==> src/source/mem_stage_defs.svh <==
// memory stage widths and address windows
// shared by the package and every RTL block of the stage

`ifndef MEM_STAGE_DEFS_SVH
`define MEM_STAGE_DEFS_SVH

// datapath and address width
`define DATA_WIDTH 32
`define DATA_MASK_WIDTH (`DATA_WIDTH / 8)

// register file index
`define REG_ADDR_WIDTH 5

// local data memory, 1024 words
`define DMEM_ADDR_WIDTH 10

// local window spans 0x1000 through 0x1fff
`define DMEM_BASE 32'h0000_1000
`define DMEM_MASK 32'hffff_f000

// instruction fetches go to dram
`define DRAM_NPA_PREFIX 32'h8000_0000

// credits granted by the network at reset
`define TX_CREDITS 4

`endif
==> src/source/mem_stage_pkg.sv <==
// memory stage types
// decode flags, load return info and the network request word

`include "mem_stage_defs.svh"

package mem_stage_pkg;

  // atomic kind carried to the remote side
  typedef enum logic [1:0] {
    AMO_SWAP = 2'b00,
    AMO_ADD  = 2'b01,
    AMO_AND  = 2'b10,
    AMO_OR   = 2'b11
  } amo_type_e;

  // operation flags from execute
  typedef struct packed {
    logic      is_load_op;
    logic      is_store_op;
    logic      is_byte_op;
    logic      is_hex_op;
    logic      is_load_unsigned;
    logic      is_amo_op;
    logic      is_lr_op;
    logic      is_lr_aq_op;
    logic      write_frd;
    amo_type_e amo_type;
  } decode_s;

  // how the returning word is handled
  typedef struct packed {
    logic       float_wb;
    logic       icache_fetch;
    logic       is_unsigned_op;
    logic       is_byte_op;
    logic       is_hex_op;
    logic [1:0] part_sel;
  } load_info_s;

  typedef struct packed {
    logic                        write_not_read;
    logic                        is_amo_op;
    amo_type_e                   amo_type;
    logic [`DATA_MASK_WIDTH-1:0] mask;
    load_info_s                  load_info;
    logic [`REG_ADDR_WIDTH-1:0]  reg_id;
    logic [`DATA_WIDTH-1:0]      data;
    logic [`DATA_WIDTH-1:0]      addr;
  } remote_req_s;

endpackage

==> src/source/credit_tx.sv <==
// credit based transmit port
// registers accepted payloads onto the link and tracks credits
// returned by the receiver

`timescale 1ns/10ps

`include "mem_stage_defs.svh"

module credit_tx #(
  parameter type payload_t = mem_stage_pkg::remote_req_s
) (
  input  logic     clk_i,
  input  logic     reset_i,
  input  logic     v_i,
  input  payload_t data_i,
  input  logic     credit_i,
  output logic     stall_o,
  output logic     v_o,
  output payload_t data_o
);

  localparam int credit_width = $clog2(`TX_CREDITS + 1);
  localparam logic [credit_width-1:0] credits_max = credit_width'(`TX_CREDITS);

  logic [credit_width-1:0] credits_q;
  logic                    has_credit;
  logic                    accept;
  logic                    v_q;
  payload_t                data_q;

  assign has_credit = (credits_q != '0);
  assign accept     = v_i & has_credit;

  // sender must hold the request until a credit shows up
  assign stall_o = v_i & ~has_credit;

  // one credit out per accept, one back per credit_i cycle
  always_ff @(posedge clk_i) begin
    if (!reset_i) begin
      credits_q <= credits_max;
    end else begin
      credits_q <= credits_q + credit_width'(credit_i) - credit_width'(accept);
    end
  end

  always_ff @(posedge clk_i) begin
    if (!reset_i) begin
      v_q <= 1'b0;
    end else begin
      v_q <= accept;
    end
  end

  always_ff @(posedge clk_i) begin
    if (accept) begin
      data_q <= data_i;
    end
  end

  assign v_o    = v_q;
  assign data_o = data_q;

  credits_bounded: assert property (
    @(posedge clk_i) disable iff (!reset_i)
    credits_q <= credits_max
  ) else $error("credit_tx: credit count %0d above limit", credits_q);

  // receiver returned a credit nobody was holding
  no_extra_credit: assert property (
    @(posedge clk_i) disable iff (!reset_i)
    !(credit_i && credits_q == credits_max)
  ) else $error("credit_tx: credit returned while counter is full");

endmodule

==> config.mk <==
export PLATFORM = sky130hd
export DESIGN_NAME = credit_tx
export DESIGN_NICKNAME = d
export VERILOG_FILES = /design/src/source/mem_stage_pkg.sv /design/src/source/credit_tx.sv
export VERILOG_INCLUDE_DIRS = /design/src /design/src/source
export SDC_FILE = /design/constraint.sdc
export NUM_CORES = 1
export LEC_CHECK = 0
export BUFFER_PORTS_ARGS = -buffer_cell sky130_fd_sc_hd__buf_4
export CORE_MARGIN = 5
export CORE_UTILIZATION = 37
export CTS_CLUSTER_DIAMETER = 50
export CTS_CLUSTER_SIZE = 8
export DETAILED_ROUTE_END_ITERATION = 10
export PLACE_DENSITY = 0.8
export SYNTH_ARGS = -nofsm -noshare
export SYNTH_HDL_FRONTEND = slang
export SYNTH_SLANG_ARGS = --single-unit
export TNS_END_PERCENT = 1
==> constraint.sdc <==
create_clock -name clk_i -period 6.1 [get_ports clk_i]
set_input_delay 0.305 -clock clk_i [delete_from_list [all_inputs] [get_ports clk_i]]
set_output_delay 0.305 -clock clk_i [all_outputs]
set_load 0.05 [all_outputs]
# [Word level (Yosys, flattened, before mapping)]
# Index checks and enable logic that the tools add are counted.
[word_totals] reg_bits=88 latchBits=0 memories=0 rom_bits=0 wordCells=21 output_inout_bits=86 in_bits=88 ramBits=0
[classes] n_addsub=2 multipliers=0 muxes=0 bitwise=3 n_eq_ne=0 n_reduce_logical=1 div_mod_pow=0 order_cmp=0 shift=0
[op_table] cell="$add A3 B1 Y3" count=1
[op_table] cell="$reduce_bool A3 Y1" count=1
[op_table] cell="$sub A3 B1 Y3" count=1
[op_table] cell="$and A1 B1 Y1" count=2
[op_table] cell="$not A1 Y1" count=1

# [Logic depth before layout (Yosys ltp)]
[depth] word_depth=3 ltp_mapped=9 depth_no_buf=9

# [Least setup slack after synthesis]
# OpenSTA, ideal clock, no wires.
[synth_timing] path_type="register to register" startpoint="register credits_q[1]" endpoint="register credits_q[2]" required_time_ns=5.988 arrival_ns=5.791 slack_ns=0.197 path_stages_with_launch=10 n_path_buf=0 setup_ns=0.112 synth_period_minus_slack_ns=5.903 cell_sequence="dfxtp_1 nor3_1 nor2b_1 ha_1 inv_1 ha_1 inv_1 fa_1 xnor3_1 nand2_1"
[synth_via] elab_chain_len=3 word_cells_on_any_way=4 cone_classes="add/sub (2); bitwise (1); reduce/logical (1)"
[synth_rtl] element="start, declared" line_no="credit_tx.sv:25" text="logic [credit_width-1:0] credits_q;"
[synth_rtl] element="start signal, assigned" line_no="credit_tx.sv:40" text="credits_q <= credits_max;"
[synth_rtl] element="start signal, assigned" line_no="credit_tx.sv:42" text="credits_q <= credits_q + credit_width'(credit_i) - credit_width'(accept);"
[synth_rtl] element="$reduce_bool A3 Y1" line_no="credit_tx.sv:31" text="assign has_credit = (credits_q != '0);"
[synth_rtl] element="$and A1 B1 Y1" line_no="credit_tx.sv:32" text="assign accept = v_i & has_credit;"
[synth_rtl] element="named net accept" line_no="credit_tx.sv:27" text="logic accept;"
[synth_rtl] element="$sub A3 B1 Y3" line_no="credit_tx.sv:42"
# The timed path passes the listed nets, and every way through them passes these cells.
# A chain may end at the register's enable or synchronous reset.

# [Worst setup path after layout]
# Same ends and word-level chain as after synthesis.

==> results.cfg <==
[finish]
nets = 379
final_util = 0.601
antenna_cells = 0
fillCellCount = 548
instances_no_fill = 392
synthToLayoutAreaGrowth_pct = 59.4
drive_gt1_frac = 0.648
regArea_um2 = 2600
multi_input_area_um2 = 116
fin_area_um2 = 4340

[placed_design]
hpwl_um = 4890
postPlaceCellArea_um2 = 4160
place.port_buffers = 173
place.gp.congestion = 0.741
dp_cells = 376
pre_cts_ws_ns = 3.98

[detailed_routing]
wl_per_cell_um = 16.0
dr.pass1.iters = 4
drt-initial-drc-count = 38
routed_wl_um = 6270
drtAntennaViolNets = 0
num_vias = 1659
viasPerCell = 4.23
remaining_drc_errors = 0

[sta]
tightest_slew_ns = 1.02
min_period_over_period = 0.345
layout_min_cycle_time_ns = 2.11
setup_tns_ns = 0
hold_viol_final = 0
setup_violations = 0
grt_setup_unrepaired = no
drv_slew = 0
finalClockSkew_ns = 0.0133
slew_headroom = 0.320
setup_slack_ns = 3.99
max_freq_mhz = 475

[global_route]
track_usage = 0.136
antenna_found_initial = 0
grt_max_degree = 85
grt_overflow = 0
grt_pass1_wl_um = 8850
grt_pass1_vias = 1775

[floorplan]
start_util = 0.377
fp.coreArea_um2 = 7210
ioPinCount = 174
die_width_um = 95.8
dieArea_um2 = 9170
rows = 31
dieHeight_um = 95.8

[power]
p_leak_nw = 1.83
power_density_nw_per_um2 = 388
ir_worst_vdd_uv = 222

[logic_synthesis]
synth.ff_latch_count = 88
synth.avg_cell_area_um2 = 26.4
syn_nets = 194
ys_seq_area_frac = 0.956
synthCells = 103
ys_types = 11
yosys_warnings = 0
netlist_area_um2 = 2720

[clock_tree]
path_clk_slew_ns = 0.09
clock_path_buffers = 2
cts-root-buf = clkbuf_8
cts_tree = built
cts_sinks = 88
cts_resized = 0
cts_setup_buffers = 0
ctsHoldBuffers = 0
cts_buffers = 9
clk_latency_ns = 0.34
h-tree-depth = 3

[run_status]
status = complete, no violations

[critical_path]
worstPathMaxFanout = 3
startpoint_type = flop
arrival_ns = 2.35
required_ns = 6.34
reg2reg_depth = 9
critPathKind = flop to flop
cp-end-kind = flop

[hold_path]
hold-path-cell-count = 1
holdCritPathClass = input pin to flop

[run]
max_cap_viol_count = 0
==> sequential cells by signal, summed over array words and instances (netlist names) <==
register	cells
data_o	84
credits_q	3
v_o	1
==> layer usage <==
| metal | global-route usage | share of wire |
|---|---|---|
| met4 | 0.0711 | 0.020 |
| met1 | 0.120 | 0.30 |
| met2 | 0.232 | 0.52 |
| met5 | 0 | 0 |
| met3 | 0.0899 | 0.16 |
==> synthesized netlist by cell type <==
cell	number	area, µm²
dfxtp_1	4	80.1
fa_1	1	20.0
ha_1	2	25.0
edfxtp_1	84	2520
nor3_1	1	5.00
inv_1	3	11.3
nand2_1	2	7.51
nor2_1	1	3.75
and2_1	2	12.5
xnor3_1	1	22.5
nor2b_1	2	12.5
==> worst max-delay path: stages, from the launching register on <==
cell and delay (ns):
dfxtp_1 0.36, nor3_1 0.44, nor2b_4 0.08, ha_1 0.28, inv_1 0.06, ha_1 0.13
inv_1 0.05, fa_1 0.36, xnor3_1 0.20, nand2_1 0.05
==> layout by cell type (no fill, tap or decap), drive strengths merged <==
cell and count:
and2 2, buf 174, clkbuf 10, clkinv 1, clkinvlp 3, dfxtp 4
edfxtp 84, fa 1, ha 2, inv 5, nand2 2, nor2 1
nor2b 2, nor3 1, xnor3 1
==> cell type report <==
| type | instances | share of cell area |
|---|---|---|
| flip-flops and latches | 88 | 0.600 |
| multi-input cells | 12 | 0.0268 |
| repair buffers | 174 | 0.301 |
| well taps | 99 | 0.0285 |
| clock inverters | 6 | 0.0118 |
| inverters | 3 | 0.00260 |
| clock buffers | 10 | 0.0294 |
==> worst paths after layout <==
path                                start                 endpoint  slack (ns)
setup / recovery  credits_q[1]$_SDFF_PN0_  credits_q[2]$_SDFF_PN1_        3.99
hold / removal                 data_i[70]     data_o[70]$_DFFE_PP_        0.13
setup reg to reg  credits_q[1]$_SDFF_PN0_  credits_q[2]$_SDFF_PN1_        3.99
hold reg to reg   credits_q[0]$_SDFF_PN0_           v_o$_SDFF_PN0_        0.58
==> cells by family after synthesis <==
logic type    share of synthesized area
simple gates                     0.0152
flops                             0.956
fa+ha+maj                        0.0165
buf+inv                         0.00414
xor+xnor                        0.00827
==> where the power goes <==
group          switching (mW)  total, mW  leakage (nW)  internal [mW]
Combinational           0.370      0.527         0.907          0.157
Clock                   0.200      0.353        0.0810          0.153
Sequential             0.0276      0.805         0.846          0.777
==> stage by stage <==
step	power, mW	hold slack [ns]
finish	1.68	0.130
global route	1.76	0.0965
floorplan	1.17	0.367
CTS	1.71	0.108
global placement	1.34	0.483
detailed placement	1.35	0.484
Power figures use the tool's default switching activity.
