==> src/source/mem_stage_defs.svh <==
// memory stage widths and address windows
// shared by the package and every RTL block of the stage

`ifndef MEM_STAGE_DEFS_SVH
`define MEM_STAGE_DEFS_SVH

// datapath and address width
`define DATA_WIDTH 32
`define DATA_MASK_WIDTH (`DATA_WIDTH / 8)

// register file index
`define REG_ADDR_WIDTH 5

// local data memory, 1024 words
`define DMEM_ADDR_WIDTH 10

// local window spans 0x1000 through 0x1fff
`define DMEM_BASE 32'h0000_1000
`define DMEM_MASK 32'hffff_f000

// instruction fetches go to dram
`define DRAM_NPA_PREFIX 32'h8000_0000

// credits granted by the network at reset
`define TX_CREDITS 4

`endif
==> src/source/mem_stage_pkg.sv <==
// memory stage types
// decode flags, load return info and the network request word

`include "mem_stage_defs.svh"

package mem_stage_pkg;

  // atomic kind carried to the remote side
  typedef enum logic [1:0] {
    AMO_SWAP = 2'b00,
    AMO_ADD  = 2'b01,
    AMO_AND  = 2'b10,
    AMO_OR   = 2'b11
  } amo_type_e;

  // operation flags from execute
  typedef struct packed {
    logic      is_load_op;
    logic      is_store_op;
    logic      is_byte_op;
    logic      is_hex_op;
    logic      is_load_unsigned;
    logic      is_amo_op;
    logic      is_lr_op;
    logic      is_lr_aq_op;
    logic      write_frd;
    amo_type_e amo_type;
  } decode_s;

  // how the returning word is handled
  typedef struct packed {
    logic       float_wb;
    logic       icache_fetch;
    logic       is_unsigned_op;
    logic       is_byte_op;
    logic       is_hex_op;
    logic [1:0] part_sel;
  } load_info_s;

  typedef struct packed {
    logic                        write_not_read;
    logic                        is_amo_op;
    amo_type_e                   amo_type;
    logic [`DATA_MASK_WIDTH-1:0] mask;
    load_info_s                  load_info;
    logic [`REG_ADDR_WIDTH-1:0]  reg_id;
    logic [`DATA_WIDTH-1:0]      data;
    logic [`DATA_WIDTH-1:0]      addr;
  } remote_req_s;

endpackage

==> src/source/lsu.sv <==
// load store unit
// forms the address, store data and byte mask, then routes the
// operation to local data memory or to the network

`timescale 1ns/10ps

`include "mem_stage_defs.svh"

module lsu (
  input  logic                         clk_i,
  input  logic                         reset_i,
  input  mem_stage_pkg::decode_s       exe_decode_i,
  input  logic [`DATA_WIDTH-1:0]       exe_rs1_i,
  input  logic [`DATA_WIDTH-1:0]       exe_rs2_i,
  input  logic [`DATA_WIDTH-1:0]       mem_offset_i,
  input  logic [`DATA_WIDTH-1:0]       pc_plus4_i,
  input  logic [`REG_ADDR_WIDTH-1:0]   exe_rd_i,
  input  logic                         icache_miss_i,
  output logic                         dmem_v_o,
  output logic                         dmem_w_o,
  output logic [`DMEM_ADDR_WIDTH-1:0]  dmem_addr_o,
  output logic [`DATA_WIDTH-1:0]       dmem_data_o,
  output logic [`DATA_MASK_WIDTH-1:0]  dmem_mask_o,
  output logic                         reserve_o,
  output logic                         local_load_v_o,
  output mem_stage_pkg::load_info_s    load_info_o,
  output mem_stage_pkg::remote_req_s   remote_req_o,
  output logic                         remote_v_o
);

  logic [`DATA_WIDTH-1:0]      mem_addr;
  logic [`DATA_WIDTH-1:0]      miss_addr;
  logic [`DATA_WIDTH-1:0]      store_data;
  logic [`DATA_MASK_WIDTH-1:0] store_mask;
  logic                        is_local;
  logic                        local_op;
  mem_stage_pkg::load_info_s   op_info;
  mem_stage_pkg::load_info_s   fetch_info;

  assign mem_addr  = exe_rs1_i + mem_offset_i;
  assign miss_addr = (pc_plus4_i - `DATA_WIDTH'(4)) | `DRAM_NPA_PREFIX;

  // byte and half stores are replicated across the word
  always_comb begin
    if (exe_decode_i.is_byte_op) begin
      store_data = {4{exe_rs2_i[7:0]}};
      store_mask = 4'b0001 << mem_addr[1:0];
    end else if (exe_decode_i.is_hex_op) begin
      store_data = {2{exe_rs2_i[15:0]}};
      store_mask = mem_addr[1] ? 4'b1100 : 4'b0011;
    end else begin
      // word and amo stores
      store_data = exe_rs2_i;
      store_mask = 4'b1111;
    end
  end

  assign is_local = ((mem_addr & `DMEM_MASK) == `DMEM_BASE);

  // nothing goes local while an icache miss owns the cycle
  assign local_op = is_local & ~icache_miss_i &
                    (exe_decode_i.is_load_op | exe_decode_i.is_store_op |
                     exe_decode_i.is_lr_op | exe_decode_i.is_lr_aq_op);

  assign dmem_v_o    = local_op;
  assign dmem_w_o    = exe_decode_i.is_store_op;
  assign dmem_addr_o = mem_addr[2 +: `DMEM_ADDR_WIDTH];
  assign dmem_data_o = store_data;
  assign dmem_mask_o = store_mask;

  assign local_load_v_o = local_op & ~exe_decode_i.is_store_op;
  assign reserve_o      = local_op &
                          (exe_decode_i.is_lr_op | exe_decode_i.is_lr_aq_op);

  // load info straight from decode with float_wb held low
  always_comb begin
    op_info.float_wb       = 1'b0;
    op_info.icache_fetch   = 1'b0;
    op_info.is_unsigned_op = exe_decode_i.is_load_unsigned;
    op_info.is_byte_op     = exe_decode_i.is_byte_op;
    op_info.is_hex_op      = exe_decode_i.is_hex_op;
    op_info.part_sel       = mem_addr[1:0];
  end

  // full word fetch for the icache
  always_comb begin
    fetch_info              = '0;
    fetch_info.icache_fetch = 1'b1;
  end

  assign load_info_o = op_info;

  always_comb begin
    if (icache_miss_i) begin
      remote_req_o.write_not_read = 1'b0;
      remote_req_o.is_amo_op      = 1'b0;
      remote_req_o.load_info      = fetch_info;
      remote_req_o.addr           = miss_addr;
    end else begin
      remote_req_o.write_not_read = exe_decode_i.is_store_op;
      remote_req_o.is_amo_op      = exe_decode_i.is_amo_op;
      remote_req_o.load_info      = op_info;
      remote_req_o.addr           = mem_addr;
    end
    remote_req_o.amo_type = exe_decode_i.amo_type;
    remote_req_o.mask     = store_mask;
    remote_req_o.reg_id   = exe_rd_i;
    remote_req_o.data     = store_data;
  end

  assign remote_v_o = icache_miss_i |
                      (~is_local & (exe_decode_i.is_load_op | exe_decode_i.is_store_op |
                                    exe_decode_i.is_amo_op));

  // atomics are only served by the remote side
  amo_not_local: assert property (
    @(posedge clk_i) disable iff (!reset_i)
    (exe_decode_i.is_amo_op && !icache_miss_i) |-> !is_local
  ) else $error("lsu: atomic operation on local dmem address 0x%08h", mem_addr);

  // reservations live in the local bank only
  lr_is_local: assert property (
    @(posedge clk_i) disable iff (!reset_i)
    ((exe_decode_i.is_lr_op || exe_decode_i.is_lr_aq_op) && !icache_miss_i) |-> is_local
  ) else $error("lsu: load reserved outside local dmem, addr 0x%08h", mem_addr);

endmodule

==> config.mk <==
export PLATFORM = sky130hd
export DESIGN_NAME = lsu
export DESIGN_NICKNAME = d
export VERILOG_FILES = /design/src/source/mem_stage_pkg.sv /design/src/source/lsu.sv
export VERILOG_INCLUDE_DIRS = /design/src /design/src/source
export SDC_FILE = /design/constraint.sdc
export NUM_CORES = 1
export LEC_CHECK = 0
export BUFFER_PORTS_ARGS = -buffer_cell sky130_fd_sc_hd__buf_2
export CORE_AREA = 10 10 105 107
export DETAILED_ROUTE_END_ITERATION = 6
export DIE_AREA = 0 0 115 117
export PLACE_DENSITY = 0.81
export SLEW_MARGIN = 10
export SYNTH_ARGS = -nofsm -noshare
export SYNTH_HDL_FRONTEND = slang
export SYNTH_SLANG_ARGS = --single-unit
==> constraint.sdc <==
create_clock -name vclk -period 5.2
set_input_delay 0 -clock vclk [all_inputs]
set_output_delay 0 -clock vclk [all_outputs]
set_load 0.005 [all_outputs]
# Word-level counts from Yosys, hierarchy flattened
# Index checks and enable logic that the tools add are counted.
# Widths: inputs -> output; s select.
[totals] input_bits=147 n_memories=0 ff_bits=0 word_cells=26 ram_bits=0 latch_bits=0 romBits=0 out_inout_bits=142
[classes] n_mux=8 div=0 n_shift=1 eq_ne=1 bitwise_logic=14 n_addsub=2 n_reduce_logical=0 mul=0 magnitude_cmp=0
[op_table] cell="$mux 32" count=3
[op_table] cell="$add 32x32->32" count=1
[op_table] cell="$sub 31x3->31 const B" count=1
[op_table] cell="$eq 20x1->1 const B" count=1
[op_table] cell="$mux 4" count=3
[op_table] cell="$mux 6" count=1
[op_table] cell="$or 1x1->1" count=6
[op_table] cell="$and 1x1->1" count=5
[op_table] cell="$shl 1x2->4 const A" count=1
[op_table] cell="$not 1->1" count=3
[op_table] cell="$mux 2" count=1

# Longest topological paths before layout
[logic_depth] depth_word=5 depth_mapped=13 mapped_depth_nobuf=13

# Least setup slack after synthesis
# Ideal clock, no wire load.
[synth_path] path_type="input-to-output" startpoint="input port exe_rs1_i[0]" endpoint="output port local_load_v_o" setup_slack_ns=2.585 path_stages=13 t_arrival_ns=2.615 path_cell_list="ha_1 -> inv_1 -> fa_1 -> nor2b_1 -> o2111ai_1 -> a21oi_2 -> a31oi_1 -> o31ai_1 -> xnor2_1 -> and4b_1 -> nand4b_1 -> nor4_2 -> nor3b_2"
[synth_via] elab_chain_len=5
[synth_rtl] item="start: declaration" line="lsu.sv:13" rtl="input logic [`DATA_WIDTH-1:0] exe_rs1_i,"
[synth_rtl] item="$add 32x32->32" line="lsu.sv:40" rtl="assign mem_addr = exe_rs1_i + mem_offset_i;"
[synth_rtl] item="$eq 20x1->1 (no source line)"
[synth_rtl] item="$and 1x1->1 (2 in a row)" line="lsu.sv:61" rtl="assign local_op = is_local & ~icache_miss_i &"
[synth_rtl] item="$and 1x1->1" line="lsu.sv:71" rtl="assign local_load_v_o = local_op & ~exe_decode_i.is_store_op;"
[synth_rtl] item="end: declaration" line="lsu.sv:25" rtl="output logic local_load_v_o,"
# Every way passes these cells.

# Final worst setup path
# Ends and elaborated chain as after synthesis.

==> run_results.csv <==
group,metric,value,unit
layout,layout_commonest_cell,"buf_2",
place,dp.cells,834,
die,core_area,0.00902,mm2
sta,period_share,64.4,%
global_route,grt_max_degree,70,
yosys,seq_area_frac_synth,0,%
min_path,min_path_type,"in2out",
sta,rsz0062_at_grt,"no",
place,gp_congestion,0.942,
layout,final_cells,834,
cts,cts_hold_buf,0,
pwr,power.internal,0.000243,W
sta,setup_viol,0,
yosys,synth_xor_area_share,12.9,%
pwr,share_comb_of_total_power,100.0,%
global_route,grt_pass1_vias,4229,
global_route,overflow,0,
sta,min_period,3.35,ns
pwr,netSwitchingFraction,55.3,%
route,wl_per_cell,16.8,um
yosys,synth_top_family_by_area,"compound AO/OA/AOI/OAI gates",
layout,layout.area.seq,0,um2
yosys,syn-instance-count,531,
worst_setup_path,critPathBufInv,3,
place,portBuffers,268,
layout,antenna_cells,0,
layout,final_util,49.8,%
worst_setup_path,crit_path_top_delay_cell,"nor4_2",
route,firstDrtPassIters,5,
yosys,synthDistinctLibCells,65,
die,die_w,115,um
sta,final_max_slew_viol_count,0,
yosys,synth_top_area_share,12.6,%
die,start_util,39.0,%
yosys,synth-compound-area-share,26.7,%
layout,final_layout_size_suffix_gt1_share,41.4,%
worst_setup_path,cp_common_cell,"buf_2",
run_status,status,"complete, no violations",
global_route,grt_pass1_wl,20900,um
die,placementRows,35,
sta,worstMarginPinSlew,0.754,ns
die,boundaryPins,289,
yosys,synth.area.mux_share,5.47,%
place,detailed_place.area,0.00449,mm2
yosys,synth.area.top_cells,"buf_4 13%, ha_1 11%, xnor2_1 8.2%, a21oi_1 6.7%, nand2_1 6.1%",
layout,final_cell_mix,"268 x buf_2, 57 x nand2_1, 53 x nor2_1",
cts,cts_resized,0,
place,place_hpwl,12500,um
pwr,power_frac_seq,0,%
worst_setup_path,critPathRequiredTime,5.20,ns
pwr,power_frac_clock,0,%
worst_setup_path,worst-setup-path-type,"in2out",
worst_setup_path,cp-start-kind,"input port",
worst_setup_path,slowest_delay,0.43,ns
layout,clkbuf_count,0,
min_path,hold_depth,0,
min_path,hold_end,"remote_req_o[65]",
yosys,yosys.area_share.simple,26.0,%
yosys,synth_fa_ha_area_share,11.9,%
worst_setup_path,arrival,3.35,ns
layout,nets,905,
route,via_count,4416,
place,place_ws,1.87,ns
global_route,grt_usage,18.2,%
sta,hold_violations,0,
worst_setup_path,crit_path_end_kind,"output port",
sta,worst_slack,1.85,ns
die,dieHeight,117,um
yosys,netlist_area,0.00352,mm2
pwr,power.density,121,mW/mm2
layout,seq_cell_count,0,
worst_setup_path,path_delay_family,"simple AND/OR/NAND/NOR gates",
yosys,yosys_warnings,0,
run,cap_violations,0,
pwr,irDropWorstVdd,0.0000594,V
cts,post_cts_buffers,0,
layout,stdcell_area,0.00449,mm2
layout,syn_to_final_growth,27.6,%
route,routed_wl,14000,um
global_route,antenna_found_initial,1,
pwr,p_switching,0.000300,W
min_path,worstHoldStart,"exe_rd_i[1]",
die,dieArea,0.0135,mm2
yosys,synth_area_per_cell,6.63,um2
route,detail_route.iter0.violations,263,
route,antenna_left,0,
sta,relSlewSlack,49.5,%
route,drc,0,
yosys,synth_largest_area_cell,"buf_4",
pwr,leakage,2.36,nW
worst_setup_path,cp_cell_sequence,"buf_2, ha_1, inv_1, fa_1, nor2b_1, o2111ai_1, a21oi_2, a31oi_1, o31ai_1, xnor2_1, and4b_1, nand4b_1, nor4_2, nor3b_2, buf_2",
sta,clock.fmax,0.299,GHz
route,via_per_inst,5.29,
worst_setup_path,path_max_fanout,5,
sta,tns,0,ns
power by group through the flow:
stage	Clock, W	Combinational [W]	Sequential, W
2_1_floorplan	0	0.000347	0
3_3_place_gp	0	0.000537	0
3_5_place_dp	0	0.000539	0
4_1_cts	0	0.000542	0
5_1_grt	0	0.000601	0
6_report	0	0.000543	0
worst max-delay path by stage:
| stage | startpoint | end | slack, ns | cells after the start |
|---|---|---|---|---|
| after global placement | exe_rs1_i[0] | local_load_v_o | 1.87 | 15 |
| after CTS | exe_rs1_i[0] | local_load_v_o | 1.86 | 15 |
| final | exe_rs1_i[0] | local_load_v_o | 1.85 | 15 |
| after detailed placement | exe_rs1_i[0] | local_load_v_o | 1.87 | 15 |
| after global routing | exe_rs1_i[0] | local_load_v_o | 1.66 | 15 |
| after floorplan | exe_rs1_i[0] | local_load_v_o | 2.59 | 13 |
kinds of logic (layout without fill, tap and decap cells):
family	after synthesis	in the layout
fa+ha+maj	33	33
other cells	1	3
compound gates	150	150
xor+xnor	52	52
buf+inv	97	287
simple gates	180	180
mux	18	18
final cells by class:
cell class	instances	area (um2)
Fill cell	945	4530
Inverter	18	67.6
Multi-Input combinational cell	436	2930
Tap cell	111	139
Timing Repair Buffer	269	1350
routing by layer:
| layer | part of all wire [%] | GRT usage [%] | vias to the layer above |
|---|---|---|---|
| met2 | 50 | 33.4 | 198 |
| met1 | 39 | 21.2 | 1986 |
| li1 | - | - | 2218 |
| met3 | 9.4 | 4.74 | 12 |
| met5 | 0.093 | 0 | - |
| met4 | 1.2 | 2.23 | 2 |
cell usage after synthesis (2+ instances only):
master    count
a21o_1       11
a21oi_1      47
a21oi_2       3
a31o_2        2
a31oi_1       7
and2_1        2
and3_1        3
buf_1         3
buf_2         6
buf_4        59
clkbuf_1     11
ha_1         32
inv_1        18
mux2_2       10
mux2i_1       8
nand2_1      57
nand2b_1      3
nand3_1       4
nand4_1       7
nand4b_1      2
nor2_1       53
nor2b_1      10
nor3_1       12
nor4_1        4
nor4_2        4
o211a_1       3
o211ai_1      3
o21a_1        6
o21ai_0      36
o21ai_1       8
o21bai_1      5
o31ai_1       5
or3_1         2
or4_1         2
or4_4         3
xnor2_1      33
xor2_1       19
through the flow:
stage,hold WS [ns],total power [W]
finish,0.0000393,0.000543
global route,0.00000893,0.000601
CTS,0.0000381,0.000542
detailed placement,0.0000381,0.000539
global placement,0.0000381,0.000537
floorplan,0.0232,0.000347
Power figures use the tool's default switching activity.
