<file path="src/source/mem_stage_defs.svh">
// memory stage widths and address windows
// shared by the package and every RTL block of the stage

`ifndef MEM_STAGE_DEFS_SVH
`define MEM_STAGE_DEFS_SVH

// datapath and address width
`define DATA_WIDTH 32
`define DATA_MASK_WIDTH (`DATA_WIDTH / 8)

// register file index
`define REG_ADDR_WIDTH 5

// local data memory, 1024 words
`define DMEM_ADDR_WIDTH 10

// local window spans 0x1000 through 0x1fff
`define DMEM_BASE 32'h0000_1000
`define DMEM_MASK 32'hffff_f000

// instruction fetches go to dram
`define DRAM_NPA_PREFIX 32'h8000_0000

// credits granted by the network at reset
`define TX_CREDITS 4

`endif
</file>
<file path="src/source/mem_stage_pkg.sv">
// memory stage types
// decode flags, load return info and the network request word

`include "mem_stage_defs.svh"

package mem_stage_pkg;

  // atomic kind carried to the remote side
  typedef enum logic [1:0] {
    AMO_SWAP = 2'b00,
    AMO_ADD  = 2'b01,
    AMO_AND  = 2'b10,
    AMO_OR   = 2'b11
  } amo_type_e;

  // operation flags from execute
  typedef struct packed {
    logic      is_load_op;
    logic      is_store_op;
    logic      is_byte_op;
    logic      is_hex_op;
    logic      is_load_unsigned;
    logic      is_amo_op;
    logic      is_lr_op;
    logic      is_lr_aq_op;
    logic      write_frd;
    amo_type_e amo_type;
  } decode_s;

  // how the returning word is handled
  typedef struct packed {
    logic       float_wb;
    logic       icache_fetch;
    logic       is_unsigned_op;
    logic       is_byte_op;
    logic       is_hex_op;
    logic [1:0] part_sel;
  } load_info_s;

  typedef struct packed {
    logic                        write_not_read;
    logic                        is_amo_op;
    amo_type_e                   amo_type;
    logic [`DATA_MASK_WIDTH-1:0] mask;
    load_info_s                  load_info;
    logic [`REG_ADDR_WIDTH-1:0]  reg_id;
    logic [`DATA_WIDTH-1:0]      data;
    logic [`DATA_WIDTH-1:0]      addr;
  } remote_req_s;

endpackage

</file>
<file path="src/source/load_aligner.sv">
// local load return path
// holds the info of a local load for one cycle, then picks the
// byte or half out of the read word and extends it

`timescale 1ns/10ps

`include "mem_stage_defs.svh"

module load_aligner (
  input  logic                        clk_i,
  input  logic                        reset_i,
  input  logic                        load_v_i,
  input  mem_stage_pkg::load_info_s   load_info_i,
  input  logic [`REG_ADDR_WIDTH-1:0]  rd_i,
  input  logic [`DATA_WIDTH-1:0]      rdata_i,
  output logic                        load_v_o,
  output logic [`REG_ADDR_WIDTH-1:0]  load_rd_o,
  output logic [`DATA_WIDTH-1:0]      load_data_o
);

  logic                       load_v_q;
  mem_stage_pkg::load_info_s  info_q;
  logic [`REG_ADDR_WIDTH-1:0] rd_q;
  logic [7:0]                 byte_sel;
  logic [15:0]                half_sel;

  always_ff @(posedge clk_i) begin
    if (!reset_i) begin
      load_v_q <= 1'b0;
    end else begin
      load_v_q <= load_v_i;
    end
  end

  always_ff @(posedge clk_i) begin
    if (load_v_i) begin
      info_q <= load_info_i;
      rd_q   <= rd_i;
    end
  end

  assign byte_sel = rdata_i[8*info_q.part_sel +: 8];
  assign half_sel = info_q.part_sel[1] ? rdata_i[31:16] : rdata_i[15:0];

  // sign bit is forced low for unsigned loads
  always_comb begin
    if (info_q.is_byte_op) begin
      load_data_o = {{24{~info_q.is_unsigned_op & byte_sel[7]}}, byte_sel};
    end else if (info_q.is_hex_op) begin
      load_data_o = {{16{~info_q.is_unsigned_op & half_sel[15]}}, half_sel};
    end else begin
      load_data_o = rdata_i;
    end
  end

  assign load_v_o  = load_v_q;
  assign load_rd_o = rd_q;

endmodule

</file>
<file path="config.mk">
export PLATFORM = sky130hd
export DESIGN_NAME = load_aligner
export DESIGN_NICKNAME = d
export VERILOG_FILES = /design/src/source/mem_stage_pkg.sv /design/src/source/load_aligner.sv
export VERILOG_INCLUDE_DIRS = /design/src /design/src/source
export SDC_FILE = /design/constraint.sdc
export NUM_CORES = 1
export LEC_CHECK = 0
export BUFFER_PORTS_ARGS = -buffer_cell sky130_fd_sc_hd__buf_2
export CAP_MARGIN = 20
export CORE_UTILIZATION = 37
export CTS_BUF_LIST = sky130_fd_sc_hd__clkbuf_8
export CTS_CLUSTER_DIAMETER = 200
export DETAILED_ROUTE_END_ITERATION = 10
export PLACE_DENSITY_LB_ADDON = 0.1
export SLEW_MARGIN = 20
export SYNTH_ARGS = -nofsm -noshare
export SYNTH_HDL_FRONTEND = slang
export SYNTH_SLANG_ARGS = --single-unit
</file>
<file path="constraint.sdc">
create_clock -name clk_i -period 1.79 [get_ports clk_i]
set_input_delay 0.358 -clock clk_i [delete_from_list [all_inputs] [get_ports clk_i]]
set_output_delay 0.358 -clock clk_i [all_outputs]
set_load 0.02 [all_outputs]
</file>
======== Yosys cells after proc, flatten, opt, wreduce, memory -nomap -nowiden ========
Cells that the tools add are included.
word-level totals
  register bits ........................... 11
  bits in latches ......................... 0
  memory bits (writable) .................. 0
  bits in read-only memories .............. 0
  output and inout port bits .............. 38
  word-level logic and storage cells ...... 13
  memories ................................ 0
cells by class
  add/sub/neg operators ................... 0
  multiply operators ...................... 0
  divide/modulo/power cells ............... 0
  magnitude comparators ................... 0
  equal/unequal tests ..................... 0
  shifts and indexed selects .............. 1
  mux-type cells .......................... 3
  bitwise operators ....................... 3
  reductions and logical operators ........ 0
operators with widths
  operator                                                number
  32-bit two-way mux                                      2
  32-bit by 6-bit variable part select with 8-bit output  1
  16-bit two-way mux                                      1
  1-bit bitwise AND                                       2
  1-bit NOT                                               1

======== Logic depth before layout (Yosys ltp) ========
Gate-level depths: netlist of run 1.
  depth after elaboration ................. 4
  gate-level depth with buffers ........... 5

======== Worst setup path before layout of run 1 ========
OpenSTA, ideal clock, no wires.
  kind .................................... reg-to-output
  from .................................... register info_q[2] (netlist name)
  to ...................................... output load_data_o[6]
  arrival time ............................ 1.570 ns
  required time ........................... 1.432 ns
  slack ................................... -0.138 ns
  stages on the path, launching flop included .. 5
  buffers on the path ..................... 1
  cell sequence ........................... edfxtp_1 -> nand2_1 -> buf_2 -> a211oi_1 -> a221oi_1
on the way
  longest elaborated chain between the ends .. 2
ends and longest elaborated chain
  element                 RTL line            source
  start, declared         load_aligner.sv:22  mem_stage_pkg::load_info_s info_q;
  start signal, assigned  load_aligner.sv:37  info_q <= load_info_i;
  32-bit two-way mux      load_aligner.sv:49  end else if (info_q.is_hex_op) begin
  32-bit two-way mux      load_aligner.sv:47  if (info_q.is_byte_op) begin
  end, declared           load_aligner.sv:18  output logic [`DATA_WIDTH-1:0] load_data_o
Every way passes these cells.

======== Final worst setup path of run 1 ========
  from .................................... register info_q[0] (netlist name)
  to ...................................... output load_data_o[11]
on the way
  longest elaborated chain between the ends .. 3
ends and longest elaborated chain
  element                                                 RTL line            source
  32-bit by 6-bit variable part select with 8-bit output  load_aligner.sv:42  assign byte_sel = rdata_i[8*info_q.part_sel +: 8];
  1-bit bitwise AND                                       load_aligner.sv:48  load_data_o = {{24{~info_q.is_unsigned_op & byte_sel[7]}}, byte_sel};
  32-bit two-way mux                                      load_aligner.sv:47
Every way passes these cells.

==> results of run 1 <==
## cell usage in the layout (no fill, tap or decap), drive strengths merged
cell    count
nand2       1
nor2b       1
and3        8
inv         2
clkbuf      4
buf       103
edfxtp     10
a211oi      8
nor2        2
nand2b     16
a31oi       1
mux2i      23
dfxtp       1
and2        2
clkinv      1
mux2        3
a21oi      25
a221oi      8
## layout make-up
type / instances / area share [%]
Clock buffer: 3 / 2.23
Clock inverter: 1 / 0.203
Inverter: 2 / 0.405
Multi-Input combinational cell: 98 / 43.9
Sequential cell: 11 / 17.3
Tap cell: 31 / 2.09
Timing Repair Buffer: 104 / 33.9
## flip-flops by register name, summed over array words and instances, names as in the netlist
| signal | count |
|---|---|
| load_rd_o | 5 |
| load_v_o | 1 |
| info_q | 5 |
## cells by family after synthesis
kind of cell,synth area share [%]
AO/OA/AOI/OAI,25.3
multiplexers,23.7
flip-flops,28.4
AND/OR/NAND/NOR,16.0
buffers and inverters,6.65
## power breakdown
part,switching [W],leakage (nW),internal (W)
registers,0.0000121,0.106,0.000303
logic,0.000398,0.817,0.000305
clock network,0.0000820,0.0269,0.000150
## worst max-delay path: stages (launching register included)
cell and delay [ns]:
sky130_fd_sc_hd__edfxtp_1 0.46, sky130_fd_sc_hd__mux2_4 0.36, sky130_fd_sc_hd__a221oi_4 0.33, sky130_fd_sc_hd__buf_12 0.19
sky130_fd_sc_hd__a21oi_1 0.06, sky130_fd_sc_hd__buf_2 0.16
## path summary, 6_finish.rpt
kind	start	to	slack, ns
min	load_info_i[1]	info_q[1]	0.30
max	info_q[0]	load_data_o[11]	-0.37
## repair_timing
item / 4_1_cts / 5_1_grt
resized for setup: 8 / 18
buffers inserted: 0 / 4
pin swaps: 0 / 9
setup endpoints to repair: 32 / 32
## synth_stat cells (all sizes together)
library cell and instances:
nor2b 1, nor2 2, buf 6, a221oi 8
a211oi 8, mux2i 23, mux2 3, nand2b 16
a21oi 25, edfxtp 10, dfxtp 1, and3 8
clkbuf 5, and2 2, inv 1, a31oi 1
nand2 1, clkinv 1
## layer usage
metal / vias to the layer above / track usage, %
met5: - / 0
met4: 0 / 3.14
met3: 0 / 3.40
met2: 46 / 43.0
met1: 638 / 27.5
li1: 661 / -
## per-stage QoR
step,hold WS [ns],util (%),instances,instance area [um^2],total power (W)
after floorplan,0.457,-,122,1160,0.000715
after global placement,0.534,59.7,242,1690,0.000950
after detailed placement,0.537,59.7,242,1690,0.000965
after CTS,0.294,62.3,246,1760,0.00121
after global routing,0.289,65.5,250,1850,0.00132
final,0.301,65.5,250,1850,0.00125
==> out/results.md, run 1 <==
| Group | Result | This run |
| --- | --- | --- |
| global route | Pin count of the biggest net entering global routing | 22 |
| die | Chip width | 57.2 um |
| hold path | Hold/Removal Path Class | input pin to flip-flop |
| yosys | Part of the Yosys area used for sequential elements | 28.4% |
| sta | Max Clock Freq | 464 MHz |
| yosys | Synthesized area per cell | 9.25 um^2 |
| clock tree | Clock buffers created by TritonCTS | 3 |
| clock tree | Maximum root-to-sink buffer count | 2 |
| yosys | Count of unique library cells instantiated by Yosys | 21 |
| clock tree | Clock Pin Slew Worst Setup and Hold Paths | 0.05 ns |
| die | Row cnt | 19 |
| hold path | Cell count of the worst hold path | 1 |
| finish | Nets | 267 |
| detailed routing | DRT Pass-1 Iters | 7 |
| finish | Proportion of layout cells with a drive suffix above 1 | 58.0% |
| finish | Relative area change from synthesis to final layout | 64.1% |
| global route | Total GRT Usage | 22.7% |
| yosys | Synth Net Count | 169 |
| sta | Worst Setup Slack, final | -0.367 ns |
| finish | Layout filler cell count | 248 |
| die | Core outline area | 2830 um^2 |
| setup path | Data required, critical path | 1.43 ns |
| detailed routing | Highest routing layer actually used | met3 |
| run status | Outcome | finished with violations |
| finish | Seq. cell area | 320 um^2 |
| die | Full die area | 3280 um^2 |
| detailed routing | Post-detailed-route via-to-cell ratio | 5.38 |
| setup path | Worst-path fanout max | 21 |
| detailed routing | Overall via count from detail_route | 1345 |
| detailed routing | Wire length on met3 | 191 um |
| power | Peak ir drop on the vdd network | 0.000639 V |
| place | Gp weighted congestion | 0.798 |
| sta | Worst-case headroom to the max-slew limit | 81.9% |
| yosys | Syn Inst Count | 122 |
| run | # Max-Cap Violations | 0 |
| clock tree | Clock sinks | 11 |
| sta | Final setup violating endpoints | 32 |
| yosys | Synth top area share | 26.6% |
| finish | Area used by multi-input combinational logic | 813 um^2 |
| setup path | Data arrival at the endpoint of the critical path | 1.80 ns |
| place | Detailed placement HPWL | 2.84 mm |
| die | Die Height | 57.2 um |
| sta | Slew Viols, Final | 0 |
| finish | Number of antenna cells inserted | 0 |
| sta | Fin Setup TNS | -9.61 ns |
| yosys | Count of synthesis-stage warnings from yosys | 0 |
| clock tree | TritonCTS clock tree | built |
| detailed routing | Metal1 wirelength | 1.56 mm |
| clock tree | Maximum level of the CTS H-tree | 1 |
| sta | Final-report hold violation count | 0 |
| power | P_leak | 0.950 nW |
| detailed routing | Routed len/inst | 14.8 um |
| setup path | Critical path capture point type | output pin |
| setup path | Crit start category | flip-flop |
| yosys | Cell types occupying the most area after synthesis | sky130_fd_sc_hd__edfxtp_1 (27%), sky130_fd_sc_hd__mux2i_1 (20%), sky130_fd_sc_hd__a21oi_1 (11%), sky130_fd_sc_hd__nand2b_1 (8.9%), sky130_fd_sc_hd__a221oi_1 (5.4%) |
| detailed routing | Number of violations reported at the end of detailed-routing iteration 0 | 65 |
| clock tree | Buffer type at the clock tree root | sky130_fd_sc_hd__clkbuf_8 |
| yosys | Dominant cell type by area after synthesis | sky130_fd_sc_hd__edfxtp_1 |
| die | Num ports | 85 |
| detailed routing | Remaining antenna violation count | 0 |
| sta | Unrepaired setup endpoints after global routing | true |
| die | Initial Utilization | 39.9% |
| power | Power per Cell Area | 675 nW/um^2 |
| detailed routing | Total routed wirelength | 3.71 mm |
| place | Number of I/O port buffers | 82 |
| detailed routing | DRC violation count after routing | 6 |
| setup path | Setup Crit Path Kind | flip-flop to output pin |
| run status | Failing checks | DRC, setup timing |
| global route | Grt ovf | 0 |
| global route | Number of antenna violations at the first check in global routing | 0 |
| yosys | Total standard cell area after synthesis | 1130 um^2 |
| place | Pre-CTS setup slack | -0.130 ns |
| clock tree | Cts hold-fix bufs | 0 |
| sta | Worst Max-Slew Pin Slew | 0.271 ns |
| global route | First-pass GRT wire length | 5.80 mm |
| detailed routing | DR WL met2 | 1.96 mm |
| yosys | Post-synthesis sequential element count | 11 |
| sta | Min Tclk post-route | 2.16 ns |
| global route | Via count of the first global-routing pass | 1313 |
| sta | Final period utilization | 121% |
No activity file was read; power rests on OpenSTA's default activity.
==> run 2: changes to the inputs <==
- CORE_UTILIZATION: 37 -> 39
- clock period: 1.79 -> 2.5 ns (I/O delays scaled with it)
==> run 2 against run 1 <==
The flow now finishes without violations. Cell area fell by 12%. Largest cell class unchanged. Clock-buffer cell count did not move. Sequential power fell by 28%. Clock power fell by 28%. Global-route usage fell by 0.85 points. Combinational power fell by 39%. Setup slack improved by 0.52 ns. Highest routed layer is now met4. Critical endpoint is now load_data_o[10].
==> out/results.md, run 2 (same netlist as run 1, synthesis figures left out) <==
| Group | Result | This run |
| --- | --- | --- |
| place | Gp weighted congestion | 0.808 |
| finish | Post-Route Utilization | 59.3% |
| detailed routing | Number of violations reported at the end of detailed-routing iteration 0 | 49 |
| detailed routing | DRT Pass-1 Iters | 4 |
| setup path | Worst path cell trace | clkinvlp_4, a221oi_4, buf_4, a21oi_1, buf_2 |
| setup path | CP peak stage delay | 0.52 ns |
| place | Number of I/O port buffers | 82 |
| place | Pre-CTS setup slack | 0.252 ns |
| clock tree | Clock sinks | 11 |
| hold path | Hold/Removal Path Class | input pin to flip-flop |
| global route | Total GRT Usage | 21.8% |
| setup path | Crit-path slowest cell | sky130_fd_sc_hd__edfxtp_1 |
| hold path | Cell count of the worst hold path | 1 |
| global route | Grt ovf | 0 |
| detailed routing | Total routed wirelength | 3.31 mm |
| clock tree | Buffer type at the clock tree root | sky130_fd_sc_hd__clkbuf_8 |
| sta | Worst-case headroom to the max-slew limit | 77.2% |
| finish | Layout filler cell count | 253 |
| hold path | Hold endpoint | info_q[1] |
| sta | Max Clock Freq | 426 MHz |
| sta | Fin Setup TNS | 0 ns |
| run status | Outcome | completed |
| detailed routing | Overall via count from detail_route | 1294 |
| detailed routing | DRC violation count after routing | 0 |
| die | Num ports | 85 |
| clock tree | Setup repair bufs after CTS | 0 |
| global route | Via count of the first global-routing pass | 1259 |
| power | P_leak | 0.845 nW |
| finish | Number of antenna cells inserted | 0 |
| finish | Proportion of layout cells with a drive suffix above 1 | 49.3% |
| detailed routing | Post-detailed-route via-to-cell ratio | 5.44 |
| global route | Number of antenna violations at the first check in global routing | 0 |
| die | Full die area | 3110 um^2 |
| clock tree | TritonCTS clock tree | built |
| finish | Nets | 255 |
| setup path | Worst-path fanout max | 16 |
| finish | Post-Layout Cell Count | 238 |
| die | Die Height | 55.8 um |
| finish | Commonest cells after routing, fill and taps aside | sky130_fd_sc_hd__buf_2 (82), sky130_fd_sc_hd__a21oi_1 (25), sky130_fd_sc_hd__mux2i_1 (23), sky130_fd_sc_hd__nand2b_1 (16) |
| die | Chip width | 55.8 um |
| sta | Worst Max-Slew Pin Slew | 0.342 ns |
| clock tree | Maximum root-to-sink buffer count | 2 |
| sta | Final period utilization | 93.8% |
| setup path | Setup Crit Path Kind | flip-flop to output pin |
| power | Power per Cell Area | 502 nW/um^2 |
| sta | Unrepaired setup endpoints after global routing | false |
| sta | Worst Setup Slack, final | 0.155 ns |
| die | Row cnt | 19 |
| sta | Final setup violating endpoints | 0 |
| power | Total power after layout | 0.000822 W |
| clock tree | Maximum level of the CTS H-tree | 1 |
| global route | Pin count of the biggest net entering global routing | 26 |
| finish | Relative area change from synthesis to final layout | 45.0% |
| global route | First-pass GRT wire length | 5.49 mm |
| clock tree | Clock Pin Slew Worst Setup and Hold Paths | 0.05 ns |
| sta | Final-report hold violation count | 0 |
| detailed routing | Remaining antenna violation count | 0 |
| setup path | Crit start category | flip-flop |
| place | Placed cell count | 234 |
| finish | Commonest non-fill, non-tap cell in the layout | sky130_fd_sc_hd__buf_2 |
| place | Detailed placement HPWL | 2.54 mm |
| die | Core outline area | 2760 um^2 |
| run | # Max-Cap Violations | 0 |
| setup path | Data arrival at the endpoint of the critical path | 1.84 ns |
| sta | Min Tclk post-route | 2.34 ns |
| hold path | Start point of the worst hold path | load_info_i[1] |
| detailed routing | Routed len/inst | 13.9 um |
| clock tree | Clock buffers created by TritonCTS | 3 |
| power | Peak ir drop on the vdd network | 0.000469 V |
| setup path | Data required, critical path | 2.00 ns |
| setup path | Critical path capture point type | output pin |
| sta | Slew Viols, Final | 0 |
| die | Initial Utilization | 40.9% |
==> run 2: changes by cell type in the layout (fill, tap and decap cells not counted), sizes merged <==
cell and change:
clkinv -1, clkinvlp +1, buf -11, clkbuf -1
==> run 2: area by class of cell <==
cell class                 instances  area (um^2)  area share [%]
multi-input combinational         98          736            45.0
clock buffer                       3         41.3            2.52
timing repair buffer              92          485            29.7
tap                               31         38.8            2.37
sequential                        11          320            19.6
inverter                           2         11.3           0.688
clock inverter                     1         3.75           0.229
==> run 2: report_power, final <==
group | leakage [nW] | total (W) | switching, W | internal [W]
Clock | 0.0269 | 0.000167 | 0.0000598 | 0.000107
Combinational | 0.712 | 0.000429 | 0.000259 | 0.000170
Sequential | 0.106 | 0.000226 | 0.00000919 | 0.000217
==> run 2: through the flow <==
stage | area [um^2] | hold slack, ns
2_1_floorplan | 1130 | 0.599
6_report | 1640 | 0.442
4_1_cts | 1630 | 0.436
3_5_place_dp | 1590 | 0.678
5_1_grt | 1640 | 0.431
3_3_place_gp | 1590 | 0.678
==> run 2: repair_timing <==
item                                    in CTS  in global routing
endpoints found under the setup margin       3                 24
hold endpoints to repair                     0                  0
resized for setup                            1                  1
hold buffers                                 0                  0
==> run 2: worst max-delay path: cells and delay by family, from the launching register on <==
family / cells / cell delay [ns]
AOI/OAI and AO/OA: 2 / 0.33
buffers and inverters: 3 / 0.76
DFF: 1 / 0.52
==> run 2: per-layer routing <==
| metal | share of wire, % | routed length, um | vias to the layer above | global-route usage [%] |
|---|---|---|---|---|
| met2 | 47 | 1560 | 62 | 35.6 |
| li1 | - | - | 640 | - |
| met5 | 0 | 0 | - | 0 |
| met4 | 0.76 | 25 | 0 | 9.29 |
| met3 | 7.9 | 260 | 2 | 3.02 |
| met1 | 44 | 1460 | 590 | 28.9 |
==> run 2: worst max path at each step <==
stage	startpoint	endpoint	slack [ns]	cells after the start
CTS	info_q[3]	load_data_o[10]	0.07	5
floorplan	info_q[2]	load_data_o[6]	0.43	4
global placement	info_q[3]	load_data_o[1]	0.25	4
finish	info_q[3]	load_data_o[10]	0.16	5
detailed placement	info_q[3]	load_data_o[2]	0.25	4
global route	info_q[3]	load_data_o[25]	0.01	5
